===== config.mk =====
export PLATFORM = sky130hd
export DESIGN_NAME = axi_id_remap
export DESIGN_NICKNAME = d
export VERILOG_FILES = /design/src/hw/remap_pkg.sv /design/src/hw/id_lzc.sv /design/src/hw/id_remap_table.sv /design/src/hw/id_remap_channel.sv /design/src/hw/axi_id_remap.sv
export VERILOG_INCLUDE_DIRS = /design/src /design/src/hw
export SDC_FILE = /design/constraint.sdc
export NUM_CORES = 1
export LEC_CHECK = 0
export BUFFER_PORTS_ARGS = -buffer_cell sky130_fd_sc_hd__buf_2
export CORE_MARGIN = 1
export CORE_UTILIZATION = 47
export DETAILED_ROUTE_END_ITERATION = 8
export PLACE_DENSITY = 0.81
export SLEW_MARGIN = 10
export SYNTH_ARGS = -nofsm -noshare
export SYNTH_HDL_FRONTEND = slang
export SYNTH_HIERARCHICAL = 1
export SYNTH_SLANG_ARGS = --single-unit

===== constraint.sdc =====
create_clock -name clk_i -period 5 [get_ports clk_i]
set_input_delay 1 -clock clk_i [delete_from_list [all_inputs] [get_ports clk_i]]
set_output_delay 1 -clock clk_i [all_outputs]
set_load 0.1 [all_outputs]

===== src/hw/remap_consts.svh =====
// Width and limit macros for the AXI ID remapper, included by the package and the RTL modules.
`ifndef REMAP_CONSTS_SVH
`define REMAP_CONSTS_SVH

// Slave-side IDs are wide and sparsely used.
`define REMAP_SLV_ID_W 8
// Master-side IDs are narrow and dense.
`define REMAP_MST_ID_W 3

// Each direction tracks this many unique in-flight IDs.
`define REMAP_MAX_IDS 4
// Ceiled binary logarithm of the entry count, which is also the width of the dense ID.
`define REMAP_IDX_W 2

// In-flight transactions allowed per ID, and a counter wide enough to hold that value.
`define REMAP_MAX_TXNS 3
`define REMAP_CNT_W 2

// Payload widths of the reduced AXI channels.
`define REMAP_ADDR_W 16
`define REMAP_DATA_W 32
`define REMAP_LEN_W 8

`endif


===== src/hw/remap_pkg.sv =====
// Shared types of the AXI ID remapper, referenced by scoped name from every RTL module.
`include "remap_consts.svh"

package remap_pkg;

  // IDs on both sides of the remapper.
  typedef logic [`REMAP_SLV_ID_W-1:0] slv_id_t;
  typedef logic [`REMAP_MST_ID_W-1:0] mst_id_t;

  // A table index doubles as the dense output ID before zero extension.
  typedef logic [`REMAP_IDX_W-1:0] idx_t;
  // One bit per table entry.
  typedef logic [`REMAP_MAX_IDS-1:0] field_t;
  typedef logic [`REMAP_CNT_W-1:0] cnt_t;

  // A table entry is free while its counter is zero.
  typedef struct packed {
    slv_id_t slv_id;
    cnt_t    cnt;
  } entry_t;

  // Payload fields that pass through unchanged.
  typedef logic [`REMAP_ADDR_W-1:0] addr_t;
  typedef logic [`REMAP_LEN_W-1:0]  len_t;
  typedef logic [`REMAP_DATA_W-1:0] data_t;
  typedef logic [1:0]               resp_t;

endpackage


===== src/hw/id_lzc.sv =====
// Lowest-set-bit finder over a one-bit-per-entry field, used twice inside the remap table.
`timescale 1ns/1ps
`include "remap_consts.svh"

module id_lzc (
  input  remap_pkg::field_t in_i,
  output remap_pkg::idx_t   idx_o,
  output logic              empty_o
);

  // Scan from the top entry down so that the lowest set bit is the last to win.
  // The result is zero when no bit is set, and empty_o tells the caller to ignore it.
  always_comb begin
    idx_o = '0;
    for (int i = `REMAP_MAX_IDS - 1; i >= 0; i--) begin
      if (in_i[i]) begin
        idx_o = remap_pkg::idx_t'(i);
      end
    end
  end

  // An all-zero field means no free entry or no match, depending on the caller.
  assign empty_o = ~|in_i;

endmodule


===== src/hw/id_remap_table.sv =====
// Remap table of one direction, mapping dense output IDs to slave IDs with in-flight counters.
`timescale 1ns/1ps
`include "remap_consts.svh"

module id_remap_table (
  input  logic                clk_i,
  input  logic                rst_ni,
  output remap_pkg::idx_t     free_idx_o,
  output logic                full_o,
  input  logic                push_i,
  input  remap_pkg::slv_id_t  push_slv_id_i,
  input  remap_pkg::idx_t     push_idx_i,
  input  remap_pkg::slv_id_t  lookup_slv_id_i,
  output logic                exists_o,
  output remap_pkg::idx_t     exists_idx_o,
  output logic                exists_full_o,
  input  logic                pop_i,
  input  remap_pkg::idx_t     pop_idx_i,
  output remap_pkg::slv_id_t  pop_slv_id_o
);

  // The table is indexed by the output ID.
  remap_pkg::entry_t [`REMAP_MAX_IDS-1:0] table_d, table_q;
  remap_pkg::field_t free;
  remap_pkg::field_t match;
  logic              no_match;

  // An entry is free when nothing is in flight on it.
  // It matches the lookup when it is busy and holds the same slave ID.
  always_comb begin
    for (int i = 0; i < `REMAP_MAX_IDS; i++) begin
      free[i]  = table_q[i].cnt == '0;
      match[i] = (table_q[i].cnt != '0) && (table_q[i].slv_id == lookup_slv_id_i);
    end
  end

  // The lowest free entry is the output ID handed to a new slave ID.
  id_lzc u_lzc_free (
    .in_i    (free),
    .idx_o   (free_idx_o),
    .empty_o (full_o)
  );

  // At most one entry can match, so the priority encoder just turns the match into an index.
  id_lzc u_lzc_match (
    .in_i    (match),
    .idx_o   (exists_idx_o),
    .empty_o (no_match)
  );

  assign exists_o      = ~no_match;
  assign exists_full_o = table_q[exists_idx_o].cnt == remap_pkg::cnt_t'(`REMAP_MAX_TXNS);

  // Responses read the slave ID back from the entry of their output ID.
  assign pop_slv_id_o = table_q[pop_idx_i].slv_id;

  // A push and a pop may land in the same cycle, even on the same entry.
  // The pop then cancels the increment and the counter keeps its value.
  always_comb begin
    table_d = table_q;
    if (push_i) begin
      table_d[push_idx_i].slv_id = push_slv_id_i;
      table_d[push_idx_i].cnt    = table_d[push_idx_i].cnt + remap_pkg::cnt_t'(1);
    end
    if (pop_i) begin
      table_d[pop_idx_i].cnt = table_d[pop_idx_i].cnt - remap_pkg::cnt_t'(1);
    end
  end

  always_ff @(posedge clk_i or negedge rst_ni) begin
    if (!rst_ni) begin
      table_q <= '0;
    end else begin
      table_q <= table_d;
    end
  end

  // A busy entry must never be taken over by a different slave ID.
  a_push_target: assert property (@(posedge clk_i) disable iff (!rst_ni)
    push_i |-> (table_q[push_idx_i].cnt == '0) ||
               (table_q[push_idx_i].slv_id == push_slv_id_i));

  // The channel stalls before the per-ID limit is crossed.
  a_push_limit: assert property (@(posedge clk_i) disable iff (!rst_ni)
    push_i |-> table_q[push_idx_i].cnt < remap_pkg::cnt_t'(`REMAP_MAX_TXNS));

  // The downstream slave only answers IDs that were issued.
  a_pop_busy: assert property (@(posedge clk_i) disable iff (!rst_ni)
    pop_i |-> table_q[pop_idx_i].cnt != '0);

  // Each slave ID lives in at most one entry.
  a_match_unique: assert property (@(posedge clk_i) disable iff (!rst_ni)
    $onehot0(match));

endmodule


===== src/hw/id_remap_channel.sv =====
// Request side of one direction, admitting AW or AR requests and choosing their master-side ID.
`timescale 1ns/1ps
`include "remap_consts.svh"

module id_remap_channel (
  input  logic                clk_i,
  input  logic                rst_ni,
  input  logic                slv_valid_i,
  input  remap_pkg::slv_id_t  slv_id_i,
  output logic                slv_ready_o,
  output logic                mst_valid_o,
  output remap_pkg::mst_id_t  mst_id_o,
  input  logic                mst_ready_i,
  input  logic                pop_i,
  input  remap_pkg::idx_t     pop_idx_i,
  output remap_pkg::slv_id_t  pop_slv_id_o
);

  enum logic {st_ready, st_hold} state_d, state_q;

  remap_pkg::idx_t free_idx;
  remap_pkg::idx_t exists_idx;
  remap_pkg::idx_t out_idx;
  remap_pkg::idx_t hold_idx_q;
  logic            full;
  logic            exists;
  logic            exists_full;
  logic            admit;
  logic            push;

  id_remap_table u_table (
    .clk_i           (clk_i),
    .rst_ni          (rst_ni),
    .free_idx_o      (free_idx),
    .full_o          (full),
    .push_i          (push),
    .push_slv_id_i   (slv_id_i),
    .push_idx_i      (out_idx),
    .lookup_slv_id_i (slv_id_i),
    .exists_o        (exists),
    .exists_idx_o    (exists_idx),
    .exists_full_o   (exists_full),
    .pop_i           (pop_i),
    .pop_idx_i       (pop_idx_i),
    .pop_slv_id_o    (pop_slv_id_o)
  );

  // A known ID needs room in its own counter, and a new ID needs a free entry.
  assign admit = slv_valid_i && (exists ? !exists_full : !full);

  always_comb begin
    state_d = state_q;
    // Reusing the entry of an in-flight ID keeps the ordering within that ID.
    out_idx     = exists ? exists_idx : free_idx;
    mst_valid_o = 1'b0;
    push        = 1'b0;
    unique case (state_q)
      st_ready: begin
        // The table counts the request as soon as it is forwarded.
        mst_valid_o = admit;
        push        = admit;
        if (admit && !mst_ready_i) begin
          state_d = st_hold;
        end
      end
      st_hold: begin
        // The table already holds this request, so only the stored ID is replayed.
        out_idx     = hold_idx_q;
        mst_valid_o = 1'b1;
        if (mst_ready_i) begin
          state_d = st_ready;
        end
      end
      default: state_d = st_ready;
    endcase
  end

  // The slave side sees ready only when the forwarded request is taken downstream.
  assign slv_ready_o = mst_valid_o && mst_ready_i;

  // Upper bits of the master-side ID are always zero.
  assign mst_id_o = {{(`REMAP_MST_ID_W - `REMAP_IDX_W){1'b0}}, out_idx};

  always_ff @(posedge clk_i or negedge rst_ni) begin
    if (!rst_ni) begin
      state_q <= st_ready;
    end else begin
      state_q <= state_d;
    end
  end

  // The ID is captured on the push, which is the only cycle that can enter hold.
  always_ff @(posedge clk_i) begin
    if (push) begin
      hold_idx_q <= out_idx;
    end
  end

  // A stalled request keeps its valid and its ID until the master side takes it.
  a_hold_stable: assert property (@(posedge clk_i) disable iff (!rst_ni)
    mst_valid_o && !mst_ready_i |=> mst_valid_o && $stable(mst_id_o));

endmodule


===== src/hw/axi_id_remap.sv =====
// Top level of the AXI ID remapper, narrowing request IDs and restoring them on responses.
`timescale 1ns/1ps
`include "remap_consts.svh"

module axi_id_remap (
  input  logic                clk_i,
  input  logic                rst_ni,
  // Slave side.
  input  logic                slv_aw_valid_i,
  input  remap_pkg::slv_id_t  slv_aw_id_i,
  input  remap_pkg::addr_t    slv_aw_addr_i,
  input  remap_pkg::len_t     slv_aw_len_i,
  output logic                slv_aw_ready_o,
  input  logic                slv_w_valid_i,
  input  remap_pkg::data_t    slv_w_data_i,
  input  logic                slv_w_last_i,
  output logic                slv_w_ready_o,
  output logic                slv_b_valid_o,
  output remap_pkg::slv_id_t  slv_b_id_o,
  output remap_pkg::resp_t    slv_b_resp_o,
  input  logic                slv_b_ready_i,
  input  logic                slv_ar_valid_i,
  input  remap_pkg::slv_id_t  slv_ar_id_i,
  input  remap_pkg::addr_t    slv_ar_addr_i,
  input  remap_pkg::len_t     slv_ar_len_i,
  output logic                slv_ar_ready_o,
  output logic                slv_r_valid_o,
  output remap_pkg::slv_id_t  slv_r_id_o,
  output remap_pkg::data_t    slv_r_data_o,
  output remap_pkg::resp_t    slv_r_resp_o,
  output logic                slv_r_last_o,
  input  logic                slv_r_ready_i,
  // Master side.
  output logic                mst_aw_valid_o,
  output remap_pkg::mst_id_t  mst_aw_id_o,
  output remap_pkg::addr_t    mst_aw_addr_o,
  output remap_pkg::len_t     mst_aw_len_o,
  input  logic                mst_aw_ready_i,
  output logic                mst_w_valid_o,
  output remap_pkg::data_t    mst_w_data_o,
  output logic                mst_w_last_o,
  input  logic                mst_w_ready_i,
  input  logic                mst_b_valid_i,
  input  remap_pkg::mst_id_t  mst_b_id_i,
  input  remap_pkg::resp_t    mst_b_resp_i,
  output logic                mst_b_ready_o,
  output logic                mst_ar_valid_o,
  output remap_pkg::mst_id_t  mst_ar_id_o,
  output remap_pkg::addr_t    mst_ar_addr_o,
  output remap_pkg::len_t     mst_ar_len_o,
  input  logic                mst_ar_ready_i,
  input  logic                mst_r_valid_i,
  input  remap_pkg::mst_id_t  mst_r_id_i,
  input  remap_pkg::data_t    mst_r_data_i,
  input  remap_pkg::resp_t    mst_r_resp_i,
  input  logic                mst_r_last_i,
  output logic                mst_r_ready_o
);

  logic wr_pop;
  logic rd_pop;

  // Request payloads and the whole W channel carry no ID and pass straight through.
  assign mst_aw_addr_o = slv_aw_addr_i;
  assign mst_aw_len_o  = slv_aw_len_i;
  assign mst_ar_addr_o = slv_ar_addr_i;
  assign mst_ar_len_o  = slv_ar_len_i;
  assign mst_w_valid_o = slv_w_valid_i;
  assign mst_w_data_o  = slv_w_data_i;
  assign mst_w_last_o  = slv_w_last_i;
  assign slv_w_ready_o = mst_w_ready_i;

  // Response handshakes and payloads pass through as well, only the IDs are translated.
  assign slv_b_valid_o = mst_b_valid_i;
  assign slv_b_resp_o  = mst_b_resp_i;
  assign mst_b_ready_o = slv_b_ready_i;
  assign slv_r_valid_o = mst_r_valid_i;
  assign slv_r_data_o  = mst_r_data_i;
  assign slv_r_resp_o  = mst_r_resp_i;
  assign slv_r_last_o  = mst_r_last_i;
  assign mst_r_ready_o = slv_r_ready_i;

  // A write completes with its single B beat.
  // A read completes only with the last R beat of its burst.
  assign wr_pop = mst_b_valid_i && slv_b_ready_i;
  assign rd_pop = mst_r_valid_i && slv_r_ready_i && mst_r_last_i;

  id_remap_channel u_wr_channel (
    .clk_i        (clk_i),
    .rst_ni       (rst_ni),
    .slv_valid_i  (slv_aw_valid_i),
    .slv_id_i     (slv_aw_id_i),
    .slv_ready_o  (slv_aw_ready_o),
    .mst_valid_o  (mst_aw_valid_o),
    .mst_id_o     (mst_aw_id_o),
    .mst_ready_i  (mst_aw_ready_i),
    .pop_i        (wr_pop),
    .pop_idx_i    (mst_b_id_i[`REMAP_IDX_W-1:0]),
    .pop_slv_id_o (slv_b_id_o)
  );

  id_remap_channel u_rd_channel (
    .clk_i        (clk_i),
    .rst_ni       (rst_ni),
    .slv_valid_i  (slv_ar_valid_i),
    .slv_id_i     (slv_ar_id_i),
    .slv_ready_o  (slv_ar_ready_o),
    .mst_valid_o  (mst_ar_valid_o),
    .mst_id_o     (mst_ar_id_o),
    .mst_ready_i  (mst_ar_ready_i),
    .pop_i        (rd_pop),
    .pop_idx_i    (mst_r_id_i[`REMAP_IDX_W-1:0]),
    .pop_slv_id_o (slv_r_id_o)
  );

  // A request transferred on the master side is one that the slave side still presents,
  // so it is accepted upstream in the same cycle.
  a_aw_hs: assert property (@(posedge clk_i) disable iff (!rst_ni)
    mst_aw_valid_o && mst_aw_ready_i |-> slv_aw_valid_i && slv_aw_ready_o);
  a_ar_hs: assert property (@(posedge clk_i) disable iff (!rst_ni)
    mst_ar_valid_o && mst_ar_ready_i |-> slv_ar_valid_i && slv_ar_ready_o);

endmodule


==> results of run 1 <==
## layer usage
| metal | part of all wire [%] | wire length (µm) | global-route usage (%) |
|---|---|---|---|
| met4 | 1.4 | 233 | 5.91 |
| met2 | 47 | 7880 | 39.9 |
| met1 | 31 | 5140 | 22.2 |
| met5 | 0.23 | 39 | 2.22 |
| met3 | 20 | 3410 | 23.8 |
## Yosys cell counts (3+ instances only)
cell type  instances  area share (%)
nand4b_1           5            0.71
xor2_1            15             2.1
mux2_2            48             8.7
dfrtp_1           82              33
nor3b_1            3            0.36
nand3b_1           5            0.60
buf_2              8            0.64
nor4_2             4            0.81
o21ai_0            6            0.48
clkbuf_1          15            0.91
buf_4            128              15
nor3_1             5            0.40
nand4_1           10             1.0
nand3_1           12            0.97
xnor2_1           71              10
mux4_2            17             6.2
nor2_1            16            0.97
nor4_1             8            0.81
inv_1             10            0.60
a21oi_1           10            0.81
a31oi_1            3            0.30
mux2_1            16             2.9
nand2_1           13            0.79
mux2i_1            9             1.5
and3_1             3            0.30
nand2b_1           9            0.91
edfxtp_1           4             1.9
## how the worst max path moves through the flow
stage	start	endpoint	slack [ps]
2_1_floorplan	slv_aw_id_i[4]	flip-flop	100
3_3_place_gp	slv_ar_id_i[3]	u_rd_channel/u_table/table_q[1]	390
3_5_place_dp	slv_ar_id_i[3]	u_rd_channel/u_table/table_q[1]	190
4_1_cts	slv_aw_id_i[5]	mst_aw_valid_o	350
5_1_grt	slv_aw_id_i[7]	mst_aw_valid_o	150
6_report	slv_aw_id_i[7]	mst_aw_valid_o	370
## report_power, final
part	total [µW]	leakage [µW]	switching (µW)	internal [µW]
Combinational	2600	0.00129	1640	958
Sequential	1420	0.00102	350	1070
Clock	666	0.000144	272	394
## logic make-up after synthesis
group                  after synthesis  share of synthesized area, %
buffers and inverters              165                          18.1
AND/OR/NAND/NOR                    109                          11.2
multiplexers                        92                          19.7
XOR/XNOR                            86                          12.1
flip-flops                          86                          35.0
AO/OA/AOI/OAI                       33                          3.85
other                                2                         0.121
## final cells by class
class | count | area share (%)
Inverter | 10 | 0.619
Tap cell | 172 | 3.55
Multi-Input combinational cell | 322 | 48.5
Sequential cell | 86 | 35.8
Timing Repair Buffer | 71 | 6.64
Clock inverter | 2 | 0.206
Clock buffer | 14 | 4.70
## metrics by stage
stage / cell area (µm²) / setup WS [ps] / total power, µW
global placement: 5770 / 393 / 3930
finish: 6070 / 375 / 4690
floorplan: 6230 / 104 / 4000
detailed placement: 5770 / 190 / 4030
global route: 6070 / 147 / 4940
CTS: 6070 / 347 / 4720
==> results.tsv, run 1 <==
metric	value	unit
path_class	primary input to output port	
startpoint_type	primary input	
fin_crit	4630	ps
rr_worst_depth	15	
syn_inst	573	
ys_warn_count	6	
pin_count	302	
worst_clock_skew	8.13	ps
hold_path_class	flip-flop to flip-flop	
critPathSlowestCell	buf_2	
wirelength	16700	µm
cp_num_buf_inv	2	
dp_hpwl	13000	µm
clock_path_buffers	2	
first_global_vias	3917	
portBuffers	59	
path_clk_slew	60	ps
hold_depth	1	
end_kind	output port	
synthArstFlopShare	95.3	%
clockRootBuffer	clkbuf_16	
finalSetupTns	0	ps
peakVddDrop	0.476	mV
cts_made_buffers	9	
grt_pass1_wl	23800	µm
fill_cells	1136	
crit_arrival	3630	ps
critPathMaxStageDelay	430	ps
synth.ff_latch_count	86	
postCtsSetupRepairBufs	0	
cts_tree	yes	
die_y	117	µm
cp_max_fo	8	
synth_top_flop_cell	dfrtp_1	
insertion_delay	350	ps
r2r_end	u_rd_channel/u_table/table_q[1]	
wl_per_cell	24.7	µm
ff_latch_area	0.00217	mm²
p_leak	0.00245	µW
initial_core_util	48.6	%
synth-edff-count	4	
yosysUniqueCellTypes	53	
grt_overflow_total	0	
setup_viol	0	
path_cells	buf_2 > xnor2_1 > nand3_1 > nor4_1 > nand2b_1 > a21oi_1 > and3b_1 > a311oi_1 > a31oi_1 > mux2_4 > o21bai_2 > buf_2	
fin_crit_sh	92.5	%
drc_errors	0	
grt_max_degree	83	
grt_usage	24.8	%
rows	41	
final_common_cell	dfrtp_1	
slew_violations	0	
ant_nets	0	
hold_viol_final	0	
timing.fmax	216	MHz
worstMarginPinSlew	1050	ps
clock_sinks	86	
required	4000	ps
rsz0062_at_grt	false	
holdCritStartpoint	u_wr_channel/u_table/table_q[1]	
hold_end	u_wr_channel/u_table/table_q[1]	
crit_top_cell	buf_2	
diodes	0	
coreArea	0.0128	mm²
status	completed	
syn_area	0.00621	mm²
crit_cells	12	
routed_via_density	5.69	
cp_top_family	simple AND/OR/NAND/NOR gates	
drtIter0Drc	168	
nets	652	
die_x	117	µm
max_cap_violations	0	
ys_seq_area_share	35.0	%
hold_buffers	0	
grt_antenna_before_repair	0	
slew_headroom	30.0	%
drt-pass1-iter-count	4	
avgSynthCellArea	10.8	µm²
vias	3849	
drive_gt1_share	34.5	%
holdWs	500	ps
synth_nets	725	
layoutNonFillerInstCount	677	
area.growth.synth_to_final	-2.34	%
mostFrequentLayoutCells	82 x dfrtp_1, 71 x xnor2_1, 57 x buf_2, 48 x mux2_2, 17 x mux4_2	
post-route-util	47.5	%
multi_input_area	0.00294	mm²
post-place-cells	661	
cts_resized	0	
gp_congestion	0.897	
power_density	773	mW/mm²
rrSetupSlack	900	ps
dieArea	0.0137	mm²
htreeDepth	3	
Note: power is estimated with default switching activity, not from simulation.
==> inputs of run 2 (changes only) <==
--- a/config.mk
+++ b/config.mk
@@ -7,10 +7,12 @@
 export NUM_CORES = 1
 export LEC_CHECK = 0
 export BUFFER_PORTS_ARGS = -buffer_cell sky130_fd_sc_hd__buf_2
+export CELL_PAD_IN_SITES_DETAIL_PLACEMENT = 1
+export CELL_PAD_IN_SITES_GLOBAL_PLACEMENT = 1
 export CORE_MARGIN = 1
-export CORE_UTILIZATION = 47
+export CORE_UTILIZATION = 35
 export DETAILED_ROUTE_END_ITERATION = 8
-export PLACE_DENSITY = 0.81
+export PLACE_DENSITY_LB_ADDON = 0.1
 export SLEW_MARGIN = 10
 export SYNTH_ARGS = -nofsm -noshare
 export SYNTH_HDL_FRONTEND = slang
==> run 2 against run 1 <==
Compared with the run above: critical path depth unchanged; worst setup slack worse by 35 ps; combinational power up 3%; global-route usage down 7.8 points; non-clock buffer count up 2; first-iteration DRC count down 15%; power up 2.5%; via count down 0.49%; routed wire length down 12%; critical endpoint is now slv_aw_ready_o; largest cell class unchanged; largest power group unchanged.
==> results.tsv, run 2 (synthesis results as in run 1) <==
metric	value	unit
status	completed	
slew_headroom	48.0	%
rsz0062_at_grt	false	
routed_via_density	5.23	
cts_resized	0	
p_leak	0.00248	µW
use_met3	6.32	%
setup_viol	0	
grt_pass1_wl	23200	µm
crit_arrival	3660	ps
required	4000	ps
cts_made_buffers	9	
postCtsSetupRepairBufs	0	
use_met1	19.9	%
dieArea	0.0183	mm²
vias	3830	
hold_buffers	0	
hold_path_class	flip-flop to flip-flop	
diodes	0	
slew_violations	0	
drive_gt1_share	35.1	%
cts_tree	yes	
die_x	135	µm
grtUsageMet2	28.6	%
worst_clock_skew	5.75	ps
worstMarginPinSlew	779	ps
grt_overflow_total	0	
gp_congestion	0.747	
grt-busiest-layer	met2	
mostFrequentLayoutCells	82 x dfrtp_1, 71 x xnor2_1, 56 x buf_2, 48 x mux2_2, 17 x mux4_2	
post-route-util	35.7	%
coreArea	0.0173	mm²
wl_per_cell	20.2	µm
drc_errors	0	
clock_sinks	86	
drt-pass1-iter-count	4	
power_density	778	mW/mm²
clockRootBuffer	clkbuf_16	
finalSetupTns	0	ps
cp_max_fo	8	
pin_count	302	
nets	654	
die_y	135	µm
first_global_vias	4061	
max_cap_violations	0	
clock_path_buffers	2	
fill_cells	1917	
portBuffers	59	
startpoint_type	primary input	
path_clk_slew	60	ps
grt_usage	17.0	%
initial_core_util	35.9	%
timing.fmax	215	MHz
grt_max_degree	57	
wirelength	14800	µm
rows	48	
hold_viol_final	0	
htreeDepth	3	
drtIter0Drc	142	
peakVddDrop	0.457	mV
grt_antenna_before_repair	1	
final_common_cell	dfrtp_1	
fin_crit_sh	93.2	%
fin_crit	4660	ps
area.growth.synth_to_final	-0.504	%
end_kind	output port	
insertion_delay	340	ps
path_class	primary input to output port	
dp_hpwl	10600	µm
ant_nets	0	
==> run 2: path summary, 6_finish.rpt <==
kind | startpoint | to | slack, ps | cells after the start
worst max-delay path | slv_aw_id_i[4] | slv_aw_ready_o | 340 | 12
worst min register to register | u_wr_channel/u_table/table_q[1] | u_wr_channel/u_table/table_q[1] | 500 | 1
min in group asynchronous | rst_ni | u_rd_channel/state_q | 740 | 1
max in group asynchronous | rst_ni | u_wr_channel/state_q | 3360 | 2
worst min-delay path | u_wr_channel/u_table/table_q[1] | u_wr_channel/u_table/table_q[1] | 500 | 1
worst max register to register | flip-flop | u_wr_channel/u_table/table_q[30] | 1010 | 13
==> run 2: worst max-delay path: stages <==
cell and delay (ps):
buf_2 160, xnor2_1 210, nand4_1 170, nor4_1 460
inv_1 90, a21oi_1 330, and3b_1 230, a311oi_1 230
a31oi_1 70, mux2_4 330, o21ai_2 190, buf_12 190
==> run 2: per-layer routing <==
metal  vias up  part of all wire [%]
met3        28                   6.3
met5         -                  0.11
met4         2                   2.0
met2       146                    50
met1      1936                    42
li1       1718                     -
==> run 2: stage by stage <==
| stage | hold slack (ps) | worst slack (ps) | cell area (µm²) | power, µW | std cells |
|---|---|---|---|---|---|
| after floorplan | 456 | 104 | 6230 | 4000 | 573 |
| after global placement | 481 | 302 | 5870 | 4080 | 716 |
| after detailed placement | 485 | 204 | 5870 | 4140 | 716 |
| after CTS | 498 | 293 | 6180 | 4880 | 732 |
| after global routing | 511 | 123 | 6180 | 5100 | 732 |
| final | 498 | 340 | 6180 | 4800 | 732 |
==> run 2: power by group <==
part	switching (µW)	leakage [µW]	internal, µW
combinational	1690	0.00130	990
clock	287	0.000153	417
sequential	348	0.00102	1070
total	2330	0.00248	2480
==> run 2: area by class of cell <==
type	instances	area (µm²)	share of cell area (%)
Tap cell	225	282	4.56
Inverter	10	37.5	0.607
Timing Repair Buffer	73	433	7.01
Multi-Input combinational cell	322	2950	47.7
Sequential cell	86	2170	35.1
Clock inverter	4	53.8	0.871
Clock buffer	12	256	4.15
